File: src/verilog/vga_params.svh
`ifndef VGA_PARAMS_SVH
`define VGA_PARAMS_SVH

////////////////////
// Horizontal frame timing, in pixel clocks
`define H_TOTAL       800
`define H_SYNC_END    95
`define H_DATA_BEGIN  143
`define H_DATA_END    783

////////////////////
// Vertical frame timing, in lines
`define V_TOTAL       525
`define V_SYNC_END    1
`define V_DATA_BEGIN  34
`define V_DATA_END    514

////////////////////
// Glyph row geometry, relative to the active area
`define NUM_DIGITS    6
`define DIGIT_LEFT0   99
`define DIGIT_PITCH   90
`define DIGIT_WIDTH   70

// Vertical band and stroke sizes
`define DIGIT_TOP     169
`define DIGIT_BOTTOM  309
`define DIGIT_MID     239
`define STROKE        16
`define HALF_STROKE   8

`endif

File: src/verilog/vga_pkg.sv
`include "vga_params.svh"

package vga_pkg;

    ////////////////////
    // Pixel position and sync state
    typedef struct packed {
        logic [9:0] x;
        logic [8:0] y;
        logic       active;
        logic       hsync;
        logic       vsync;
    } pixel_pos_t;

    // 4 bits per color channel
    typedef struct packed {
        logic [3:0] r;
        logic [3:0] g;
        logic [3:0] b;
    } rgb_t;

    // One BCD code per slot, slot 0 leftmost
    typedef logic [`NUM_DIGITS-1:0][3:0] digits_t;

    ////////////////////
    // Segment index into the lit mask
    typedef enum logic [2:0] {
        SEG_TOP         = 3'd0,
        SEG_UPPER_RIGHT = 3'd1,
        SEG_LOWER_RIGHT = 3'd2,
        SEG_BOTTOM      = 3'd3,
        SEG_LOWER_LEFT  = 3'd4,
        SEG_UPPER_LEFT  = 3'd5,
        SEG_MIDDLE      = 3'd6
    } seg_e;

    localparam int unsigned NUM_SEGS = 7;

    localparam rgb_t RGB_WHITE = '{r: 4'hf, g: 4'hf, b: 4'hf};
    localparam rgb_t RGB_BLACK = '{r: 4'h0, g: 4'h0, b: 4'h0};

endpackage

File: src/verilog/vga_timing.sv
`include "vga_params.svh"

module vga_timing
    import vga_pkg::*;
(
    input  logic       vga_clk,
    input  logic       rst_n,
    output pixel_pos_t pix
);

    logic [9:0] h_cnt;
    logic [9:0] v_cnt;
    logic       h_wrap;
    logic       v_wrap;
    logic [9:0] h_off;
    logic [9:0] v_off;
    logic       in_window;

    assign h_wrap = (h_cnt == 10'(`H_TOTAL - 1));
    assign v_wrap = (v_cnt == 10'(`V_TOTAL - 1));

    ////////////////////
    // Frame counters
    always_ff @(posedge vga_clk)
    begin
        if (!rst_n)
        begin
            h_cnt <= '0;
            v_cnt <= '0;
        end
        else
        begin
            if (h_wrap)
                h_cnt <= '0;
            else
                h_cnt <= h_cnt + 10'd1;

            // Next line only at end of the current one
            if (h_wrap)
            begin
                if (v_wrap)
                    v_cnt <= '0;
                else
                    v_cnt <= v_cnt + 10'd1;
            end
        end
    end

    ////////////////////
    // Position and sync, one stage behind the counters
    assign h_off = h_cnt - 10'(`H_DATA_BEGIN);
    assign v_off = v_cnt - 10'(`V_DATA_BEGIN);

    assign in_window = (h_cnt >= 10'(`H_DATA_BEGIN)) && (h_cnt < 10'(`H_DATA_END)) &&
                       (v_cnt >= 10'(`V_DATA_BEGIN)) && (v_cnt < 10'(`V_DATA_END));

    always_ff @(posedge vga_clk)
    begin
        if (!rst_n)
        begin
            pix <= '{x: '0, y: '0, active: 1'b0, hsync: 1'b1, vsync: 1'b1};
        end
        else
        begin
            pix.x      <= h_off;
            pix.y      <= v_off[8:0];
            pix.active <= in_window;
            pix.hsync  <= (h_cnt > 10'(`H_SYNC_END));
            pix.vsync  <= (v_cnt > 10'(`V_SYNC_END));
        end
    end

    // Line counter stays inside one line period
    a_h_cnt_range: assert property (
        @(posedge vga_clk) disable iff (!rst_n)
        h_cnt < 10'(`H_TOTAL)
    );

endmodule

File: src/verilog/digit_cell.sv
`include "vga_params.svh"

module digit_cell
    import vga_pkg::*;
#(
    parameter int unsigned SLOT = 0
)
(
    input  logic       vga_clk,
    input  logic       rst_n,
    input  logic [3:0] code,
    input  pixel_pos_t pix,
    output logic       hit
);

    localparam int unsigned LEFT   = `DIGIT_LEFT0 + SLOT * `DIGIT_PITCH;
    localparam int unsigned RIGHT  = LEFT + `DIGIT_WIDTH;
    localparam int unsigned MID_LO = `DIGIT_MID - `HALF_STROKE;
    localparam int unsigned MID_HI = `DIGIT_MID + `HALF_STROKE;

    logic [NUM_SEGS-1:0] lit;
    logic [NUM_SEGS-1:0] in_seg;

    logic in_x_full;
    logic in_x_left;
    logic in_x_right;
    logic in_y_top;
    logic in_y_bottom;
    logic in_y_mid;
    logic in_y_upper;
    logic in_y_lower;

    ////////////////////
    // Segment decode, bit order follows seg_e
    always_comb
    begin
        case (code)
            4'd0:    lit = 7'b0111111;
            4'd1:    lit = 7'b0000110;
            4'd2:    lit = 7'b1011011;
            4'd3:    lit = 7'b1001111;
            4'd4:    lit = 7'b1100110;
            4'd5:    lit = 7'b1101101;
            4'd6:    lit = 7'b1111101;
            4'd7:    lit = 7'b0000111;
            4'd8:    lit = 7'b1111111;
            4'd9:    lit = 7'b1101111;
            // Blank cell
            default: lit = 7'b0000000;
        endcase
    end

    ////////////////////
    // Stripes, lower bound open and upper bound closed
    assign in_x_full  = (pix.x > LEFT) && (pix.x <= RIGHT);
    assign in_x_left  = (pix.x > LEFT) && (pix.x <= LEFT + `STROKE);
    assign in_x_right = (pix.x > RIGHT - `STROKE) && (pix.x <= RIGHT);

    assign in_y_top    = (pix.y > `DIGIT_TOP) && (pix.y <= `DIGIT_TOP + `STROKE);
    assign in_y_bottom = (pix.y > `DIGIT_BOTTOM - `STROKE) && (pix.y <= `DIGIT_BOTTOM);
    assign in_y_mid    = (pix.y > MID_LO) && (pix.y <= MID_HI);
    assign in_y_upper  = (pix.y > `DIGIT_TOP) && (pix.y <= MID_HI);
    assign in_y_lower  = (pix.y > MID_LO) && (pix.y <= `DIGIT_BOTTOM);

    // Rectangles per segment
    always_comb
    begin
        in_seg                  = '0;
        in_seg[SEG_TOP]         = in_x_full  && in_y_top;
        in_seg[SEG_BOTTOM]      = in_x_full  && in_y_bottom;
        in_seg[SEG_MIDDLE]      = in_x_full  && in_y_mid;
        in_seg[SEG_UPPER_LEFT]  = in_x_left  && in_y_upper;
        in_seg[SEG_LOWER_LEFT]  = in_x_left  && in_y_lower;
        in_seg[SEG_UPPER_RIGHT] = in_x_right && in_y_upper;
        in_seg[SEG_LOWER_RIGHT] = in_x_right && in_y_lower;
    end

    always_ff @(posedge vga_clk)
    begin
        if (!rst_n)
            hit <= 1'b0;
        else
            hit <= |(lit & in_seg);
    end

    // Out of range codes never light the next pixel
    a_blank_code: assert property (
        @(posedge vga_clk) disable iff (!rst_n)
        (code > 4'd9) |=> !hit
    );

endmodule

File: src/verilog/pixel_mixer.sv
`include "vga_params.svh"

module pixel_mixer
    import vga_pkg::*;
(
    input  logic                   vga_clk,
    input  logic                   rst_n,
    input  pixel_pos_t             pix,
    input  logic [`NUM_DIGITS-1:0] hits,
    output rgb_t                   rgb,
    output logic                   hsync,
    output logic                   vsync
);

    pixel_pos_t pix_d;
    logic       any_hit;

    ////////////////////
    // Match the cell stage
    always_ff @(posedge vga_clk)
    begin
        if (!rst_n)
            pix_d <= '{x: '0, y: '0, active: 1'b0, hsync: 1'b1, vsync: 1'b1};
        else
            pix_d <= pix;
    end

    assign any_hit = |hits;

    ////////////////////
    // Output stage
    always_ff @(posedge vga_clk)
    begin
        if (!rst_n)
        begin
            rgb   <= RGB_BLACK;
            hsync <= 1'b1;
            vsync <= 1'b1;
        end
        else
        begin
            // Blanking outside the data window
            if (pix_d.active && any_hit)
                rgb <= RGB_WHITE;
            else
                rgb <= RGB_BLACK;
            hsync <= pix_d.hsync;
            vsync <= pix_d.vsync;
        end
    end

    a_blank_inactive: assert property (
        @(posedge vga_clk) disable iff (!rst_n)
        !pix_d.active |=> (rgb == RGB_BLACK)
    );

endmodule

File: src/verilog/digit_display_top.sv
`include "vga_params.svh"

module digit_display_top
    import vga_pkg::*;
(
    input  logic    vga_clk,
    input  logic    rst_n,
    input  digits_t digits,
    output rgb_t    rgb,
    output logic    hsync,
    output logic    vsync
);

    pixel_pos_t             pix;
    logic [`NUM_DIGITS-1:0] hits;

    vga_timing i_timing (
        .vga_clk (vga_clk),
        .rst_n   (rst_n),
        .pix     (pix)
    );

    ////////////////////
    // One cell per digit slot
    for (genvar i = 0; i < `NUM_DIGITS; i++)
    begin : g_cell
        digit_cell #(
            .SLOT (i)
        ) i_cell (
            .vga_clk (vga_clk),
            .rst_n   (rst_n),
            .code    (digits[i]),
            .pix     (pix),
            .hit     (hits[i])
        );
    end

    pixel_mixer i_mixer (
        .vga_clk (vga_clk),
        .rst_n   (rst_n),
        .pix     (pix),
        .hits    (hits),
        .rgb     (rgb),
        .hsync   (hsync),
        .vsync   (vsync)
    );

endmodule

File: config.mk
export PLATFORM = sky130hd
export DESIGN_NAME = digit_display_top
export DESIGN_NICKNAME = d
export VERILOG_FILES = /design/src/verilog/vga_pkg.sv /design/src/verilog/vga_timing.sv /design/src/verilog/digit_cell.sv /design/src/verilog/pixel_mixer.sv /design/src/verilog/digit_display_top.sv
export VERILOG_INCLUDE_DIRS = /design/src /design/src/verilog
export SDC_FILE = /design/constraint.sdc
export NUM_CORES = 1
export LEC_CHECK = 0
export BUFFER_PORTS_ARGS = -buffer_cell sky130_fd_sc_hd__buf_2
export CAP_MARGIN = 15
export CELL_PAD_IN_SITES_DETAIL_PLACEMENT = 1
export CELL_PAD_IN_SITES_GLOBAL_PLACEMENT = 1
export CORE_UTILIZATION = 47
export CTS_BUF_LIST = sky130_fd_sc_hd__clkbuf_2 sky130_fd_sc_hd__clkbuf_4 sky130_fd_sc_hd__clkbuf_8
export CTS_CLUSTER_SIZE = 28
export DETAILED_ROUTE_END_ITERATION = 12
export PLACE_DENSITY_LB_ADDON = 0.1
export SLEW_MARGIN = 30
export SYNTH_ARGS = -nofsm -noshare
export SYNTH_HDL_FRONTEND = slang
export SYNTH_SLANG_ARGS = --single-unit
File: constraint.sdc
create_clock -name vga_clk -period 2.1 [get_ports vga_clk]
set_input_delay 0.42 -clock vga_clk [delete_from_list [all_inputs] [get_ports vga_clk]]
set_output_delay 0.42 -clock vga_clk [all_outputs]
set_load 0.02 [all_outputs]
==> out/qor.yml, run 1 <==
post-route-util_pct: 52.4
grt_pass1_vias: 3900
synthSimpleGateAreaFrac_pct: 25.8
synth_mux_area_share_pct: 1.84
die-width_um: 101
drtPass1Iterations: 5
hpwl_mm: 8.86
synth.distinct_cells: 72
clockBufferDepth: 2
cap_violations: 0
synth_top_family_by_area: "simple AND/OR/NAND/NOR gates"
reg2reg_depth: 6
tns_ns: 0
min_path_type: "flop to flop"
area_growth_pct: 7.12
gp_congestion: 0.820
synth-compound-area-share_pct: 20.8
root_buffer: "clkbuf_8"
fin_skew_ns: 0.00615
max_freq_mhz: 548
tritoncts: "done"
p_per_area_nw_per_um2: 454
synth_edf_count: 0
ff2ff_setup_slack_ns: 0.27
wire_per_inst_um: 16.2
antennaDiodeCount: 0
cp_slowest_stage_delay_ns: 0.52
vias_per_cell: 5.60
drive_gt1_share_pct: 14.2
synth_nets: 636
rsz0062_at_grt: "false"
postCtsSetupRepairBufs: 0
clock_latency_ns: 0.31
netlist_area_um2: 4570
vias: 3962
final.min_clock_period_ns: 1.83
period_share_pct: 86.9
synth_xor_area_share_pct: 6.90
hold_ws_ns: 0.418
critPathKind: "flop to flop"
arrival_ns: 2.06
cellLeakagePower_uw: 0.00207
pin_count: 40
holdPathEnd: "i_mixer.vsync"
min-delay-start: "i_mixer.pix_d[0]"
coreArea_um2: 9330
syn_inst: 566
cts.sinks: 54
cts.htree.levels: 2
num-fill-cells: 1181
cp-start-kind: "flop"
max_slew_margin_pct: 58.4
holdBufCountCts: 0
route.detailed.drc: 0
path_cells: "buf_4, or4b_4, nor4_2, a32o_1, nand3_1, o221ai_1"
final_nets: 649
antenna_found_initial: 0
end_kind: "flop"
synthAdderAreaFrac_pct: 12.1
min_path_cells: 1
cp_max_fo: 18
reg2reg_to: "g_cell[4].i_cell.hit"
yosys_warnings: 0
setup_viol: 0
tightest_slew_ns: 0.616
synth_area_per_cell_um2: 8.07
synthArstFlopShare_pct: 0
required_ns: 2.33
start_util_pct: 49.0
die-height_um: 101
overflow: 0
status: "complete, no violations"
synth_seq_cells: 54
die_area_um2: 10100
r2r_start: "i_timing.pix[18]"
cts_resized: 0
cts_buffers: 5
seq_area_frac_synth_pct: 23.7
drt_wl_total_mm: 11.5
grt_max_degree: 24
grt_pass1_wl_mm: 19.3
drt_iter0_markers: 170
slowest_stage: "or4b_4"
io_buffers: 39
num_rows: 35
ant_nets: 0
report.final.hold_viol_count: 0
yosys_most_used_dff: "dfxtp_1"
drv_slew: 0
path_clk_slew_ns: 0.10
irDropWorstVdd_mv: 0.379
grt.total_usage_pct: 23.8
[cell families (layout without fill, tap and decap cells)]
kind of cell | count (synthesis) | in the layout
buffers and inverters | 86 | 99
and+or+nand+nor | 206 | 206
adders and majority gates | 44 | 44
AOI/OAI and AO/OA | 132 | 132
muxes | 8 | 8
DFF | 54 | 54
xor gates and xnor gates | 36 | 36
[registers in the layout, summed over array words and instances (netlist names)]
register and flops:
i_timing.h_cnt 10, g_cell.i_cell.hit 6, i_mixer.rgb 1, i_mixer.pix_d 3, i_mixer.vsync 1, i_timing.v_cnt 10
i_timing.pix 22, i_mixer.hsync 1
[final cells by class]
| class | count | area [um2] | area share (%) |
|---|---|---|---|
| clock buffer | 6 | 82.6 | 1.69 |
| clock inverter | 1 | 30.0 | 0.614 |
| inverter | 36 | 135 | 2.76 |
| multi-input combinational | 426 | 3080 | 62.9 |
| sequential | 54 | 1080 | 22.1 |
| tap | 129 | 161 | 3.30 |
| timing repair buffer | 56 | 323 | 6.60 |
[routing by layer]
metal  part of all wire [%]  track usage, %  vias up
met5                      0               0        -
met4                   0.81            4.24        0
met3                    1.9            2.91        7
met2                     51            44.0       43
met1                     46            29.8     1905
li1                       -               -     2007
[synth_stat cells (all sizes together) (6+ instances only)]
| library cell | count | area, um2 |
|---|---|---|
| dfxtp | 54 | 1080 |
| nand4 | 8 | 65.1 |
| nand3 | 16 | 80.1 |
| xor2 | 19 | 166 |
| o21ai | 20 | 100 |
| nor2b | 18 | 113 |
| a21oi | 18 | 90.1 |
| buf | 28 | 186 |
| ha | 44 | 551 |
| and2 | 22 | 138 |
| nand2 | 31 | 116 |
| nor2 | 36 | 135 |
| xnor2 | 17 | 149 |
| nor3 | 17 | 90.1 |
| inv | 35 | 131 |
| o22ai | 26 | 163 |
| o211ai | 6 | 45.0 |
| clkbuf | 22 | 85.1 |
| nand2b | 19 | 119 |
| a22oi | 6 | 45.0 |
[critical path: cells and delay by family, from the launching register on]
kind                   cells  cell delay (ns)
AND/OR/NAND/NOR            3             0.94
buffers and inverters      1             0.19
flip-flops                 1             0.32
AO/OA/AOI/OAI              2             0.29
[power by group]
part | total, uW | switching (uW) | internal (uW)
clock | 725 | 343 | 382
combinational | 412 | 243 | 169
sequential | 1080 | 30.9 | 1050
[metrics by stage]
| step | instance area, um2 | power (uW) | setup slack (ns) | instances |
|---|---|---|---|---|
| 2_1_floorplan | 4570 | 1380 | 0.439 | 566 |
| 3_3_place_gp | 4780 | 1490 | 0.265 | 701 |
| 3_5_place_dp | 4780 | 1510 | 0.185 | 701 |
| 4_1_cts | 4890 | 2240 | 0.276 | 708 |
| 5_1_grt | 4890 | 2330 | 0.0989 | 708 |
| 6_report | 4890 | 2220 | 0.274 | 708 |
[worst max-delay path by stage]
stage / from / slack [ns] / to / cells after the start
after floorplan: i_timing.pix[7] / 0.44 / g_cell[0].i_cell.hit / 6
after global placement: digits[21] / 0.27 / g_cell[5].i_cell.hit / 8
after detailed placement: digits[9] / 0.18 / g_cell[2].i_cell.hit / 8
after CTS: i_timing.pix[18] / 0.28 / g_cell[4].i_cell.hit / 6
after global routing: i_timing.h_cnt[0] / 0.1 / i_timing.v_cnt[8] / 5
final: i_timing.pix[18] / 0.27 / g_cell[4].i_cell.hit / 6
[layout by cell type, fill, tap and decap left out, types with 18 or more instances in the layout]
master and instances:
a21oi_1 18, and2_1 22, buf_2 39, dfxtp_1 54, ha_1 44, inv_1 35
nand2_1 31, nand2b_1 19, nor2_1 36, nor2b_1 18, o21ai_0 20, o22ai_1 26
xor2_1 19
Note: power is estimated with default switching activity, not from simulation.
==> run 2, diff against run 1 <==
Settings changed: CELL_PAD_IN_SITES_DETAIL_PLACEMENT 1 to 0, SYNTH_HIERARCHICAL from default to 1.
==> run 2 against run 1 <==
  * Worst setup slack worse by 0.082 ns
  * Wire length is 26% higher
  * Combinational power is 58% higher
  * Sequential share of layout area is 4.2 points lower
  * Sequential power hardly changed
  * Via count is 33% higher
  * Count of clock-buffer cells in the layout is 1 lower
  * Synthesized cell count is 22% higher
  * Critical path depth is 1 lower
  * Power is 11% higher
  * Largest power group unchanged
  * Highest routed layer unchanged
==> out/qor.yml, run 2 <==
end_kind: "flop"
irDropWorstVdd_mv: 0.257  # -32%
cellLeakagePower_uw: 0.00250  # +21%
largest_reg_flops: 22  # unchanged
yosys_warnings: 6  # +6
drive_gt1_share_pct: 18.5  # +4.4 points
die_area_um2: 11800  # +17%
dpl_cell_area_um2: 5950  # +24%
clock_latency_ns: 0.30  # about the same
cap_violations: 0  # unchanged
synth_area_leader_cell: "dfxtp_1"
num_rows: 38  # +8.6%
drtPass1Iterations: 5  # unchanged
yosysMostFrequentCell: "nor2_1"
synth.distinct_cells: 99  # +38%
path_clk_slew_ns: 0.10  # about the same
fin_area_um2: 6060  # +24%
rsz0062_at_grt: "false"
synth_area_per_cell_um2: 7.79  # -3.5%
cts.sinks: 54  # unchanged
vias_per_cell: 5.97  # +6.6%
regMostFlops: "i_timing/pix"
cp-start-kind: "flop"
cts_buffers: 5  # unchanged
postCtsSetupRepairBufs: 0  # unchanged
die-width_um: 109  # +8.2%
setup_slack_ns: 0.192  # -0.0823 ns
layout_common_cells: "nor2_1, dfxtp_1, nand2_1"
setup_viol: 0  # unchanged
drt_wl_total_mm: 14.4  # +26%
clockBufferDepth: 2  # unchanged
vias: 5275  # +33%
cp_max_fo: 6  # -12
syn_inst: 688  # +22%
drv_slew: 0  # unchanged
tritoncts: "done"
final_nets: 814  # +25%
drt_iter0_markers: 388  # +130%
start_util_pct: 48.8  # -0.17 points
report.final.hold_viol_count: 0  # unchanged
synthTopCellsByArea: "dfxtp_1, ha_1, a21oi_1"
top_regs: "i_timing/pix (22), i_timing/h_cnt (10), i_timing/v_cnt (10)"
io_buffers: 39  # unchanged
place_ws_ns: 0.0630  # -0.122 ns
post-route-util_pct: 55.1  # +2.7 points
grt_pass1_wl_mm: 23.5  # +21%
synth_commonest_cells: "nor2_1, dfxtp_1, nand2_1"
route.detailed.drc: 0  # unchanged
overflow: 0  # unchanged
layout_commonest_cell: "nor2_1"
required_ns: 2.29  # -0.04 ns
arrival_ns: 2.10  # +0.04 ns
netlist_area_um2: 5360  # +17%
seq_area_frac_synth_pct: 20.2  # -3.5 points
gp_congestion: 0.847  # +3.3%
final.min_clock_period_ns: 1.91  # +0.0823 ns
root_buffer: "clkbuf_8"
grt.total_usage_pct: 24.8  # +0.92 points
p_per_area_nw_per_um2: 408  # -10%
hpwl_mm: 10.4  # +18%
tightest_slew_ns: 0.674  # +0.0588 ns
placed_cells: 877  # +25%
wire_per_inst_um: 16.3  # +0.56%
synth_edf_count: 0  # unchanged
max_slew_margin_pct: 55.0  # -3.4 points
grt_pass1_vias: 4967  # +27%
ant_nets: 0  # unchanged
coreArea_um2: 11000  # +18%
period_share_pct: 90.9  # +3.9 points
synth_nets: 758  # +19%
synthArstFlopShare_pct: 0  # unchanged
antennaDiodeCount: 0  # unchanged
yosysTopAreaCellShare_pct: 20.2  # -3.5 points
antenna_found_initial: 1  # +1
stdcell_count: 884  # +25%
status: "complete, no violations"
synth_seq_cells: 54  # unchanged
die-height_um: 109  # +8.2%
critPathKind: "flop to flop"
pin_count: 40  # unchanged
min_path_type: "flop to flop"
max_freq_mhz: 524  # -4.3%
area_growth_pct: 13.0
cts.htree.levels: 2  # unchanged
yosys_most_used_dff: "dfxtp_1"
grt_max_degree: 34  # +42%
tns_ns: 0  # unchanged
fin_skew_ns: 0.00861  # +0.00246 ns
## run 2: changes by cell type after synthesis, moves of 6 or more
| cell | before | now |
|---|---|---|
| buf_2 | 11 | 1 |
| nand3_1 | 16 | 23 |
| nor4_1 | 4 | 10 |
| inv_1 | 35 | 41 |
| and4b_1 | 0 | 8 |
| and2_1 | 22 | 5 |
| xor2_1 | 19 | 12 |
| o22ai_1 | 26 | 12 |
| nor2b_1 | 18 | 7 |
| nand2_1 | 31 | 48 |
| nor2_1 | 36 | 57 |
| a21oi_1 | 18 | 47 |
| o21ai_0 | 20 | 31 |
## run 2: stage by stage
step                total power (uW)  hold slack [ns]
floorplan                       1530            0.386
detailed placement              1780            0.399
global route                    2600            0.444
CTS                             2480            0.424
global placement                1760            0.388
finish                          2470            0.419
## run 2: area by class of cell
type | instances | area, um2
Clock buffer | 5 | 68.8
Clock inverter | 2 | 38.8
Fill cell | 1081 | 4930
Inverter | 41 | 154
Multi-Input combinational cell | 556 | 3900
Sequential cell | 54 | 1080
Tap cell | 140 | 175
Timing Repair Buffer | 86 | 636
## run 2: worst max-delay path: stages, from the launching register on
cell and delay (ns):
dfxtp_1 0.36, or4_1 0.53, and4_4 0.22, a32o_1 0.21
and3_1 0.17, a311o_1 0.31
## run 2: per-layer routing
layer  GRT usage, %  share of wire [%]  up-vias
li1               -                  -     2649
met1           31.3                 46     2485
met2           44.8                 49      125
met3           2.39                4.2       16
met4           6.18                1.4        0
met5              0                  0        -
## run 2: worst paths after layout
kind / start / end / slack (ns) / cells after the start
worst max-delay path: i_timing/pix[16] / g_cell[4].i_cell/hit / 0.19 / 5
worst min-delay path: i_timing/pix[0] / i_mixer/pix_d[0] / 0.42 / 1
worst max register to register: i_timing/pix[16] / g_cell[4].i_cell/hit / 0.19 / 5
worst min register to register: i_timing/pix[0] / i_mixer/pix_d[0] / 0.42 / 1
## run 2: repair_timing
action,4_1_cts,5_1_grt
gates resized for setup,0,2
hold buffers,0,0
endpoints found under the hold margin,0,0
setup endpoints to repair,0,2
## run 2: kinds of logic after synthesis
| family | share of synthesized area [%] |
|---|---|
| adders and majority gates | 10.3 |
| buffers and inverters | 7.05 |
| AOI/OAI and AO/OA | 26.2 |
| xor gates and xnor gates | 4.41 |
| muxes | 1.73 |
| and+or+nand+nor | 30.2 |
| DFF | 20.2 |
## run 2: report_power, final
group,internal [uW],total [uW],leakage (uW),switching (uW)
registers,1060,1110,0.000443,54.1
logic,277,651,0.00200,374
clock network,352,705,0.0000542,353
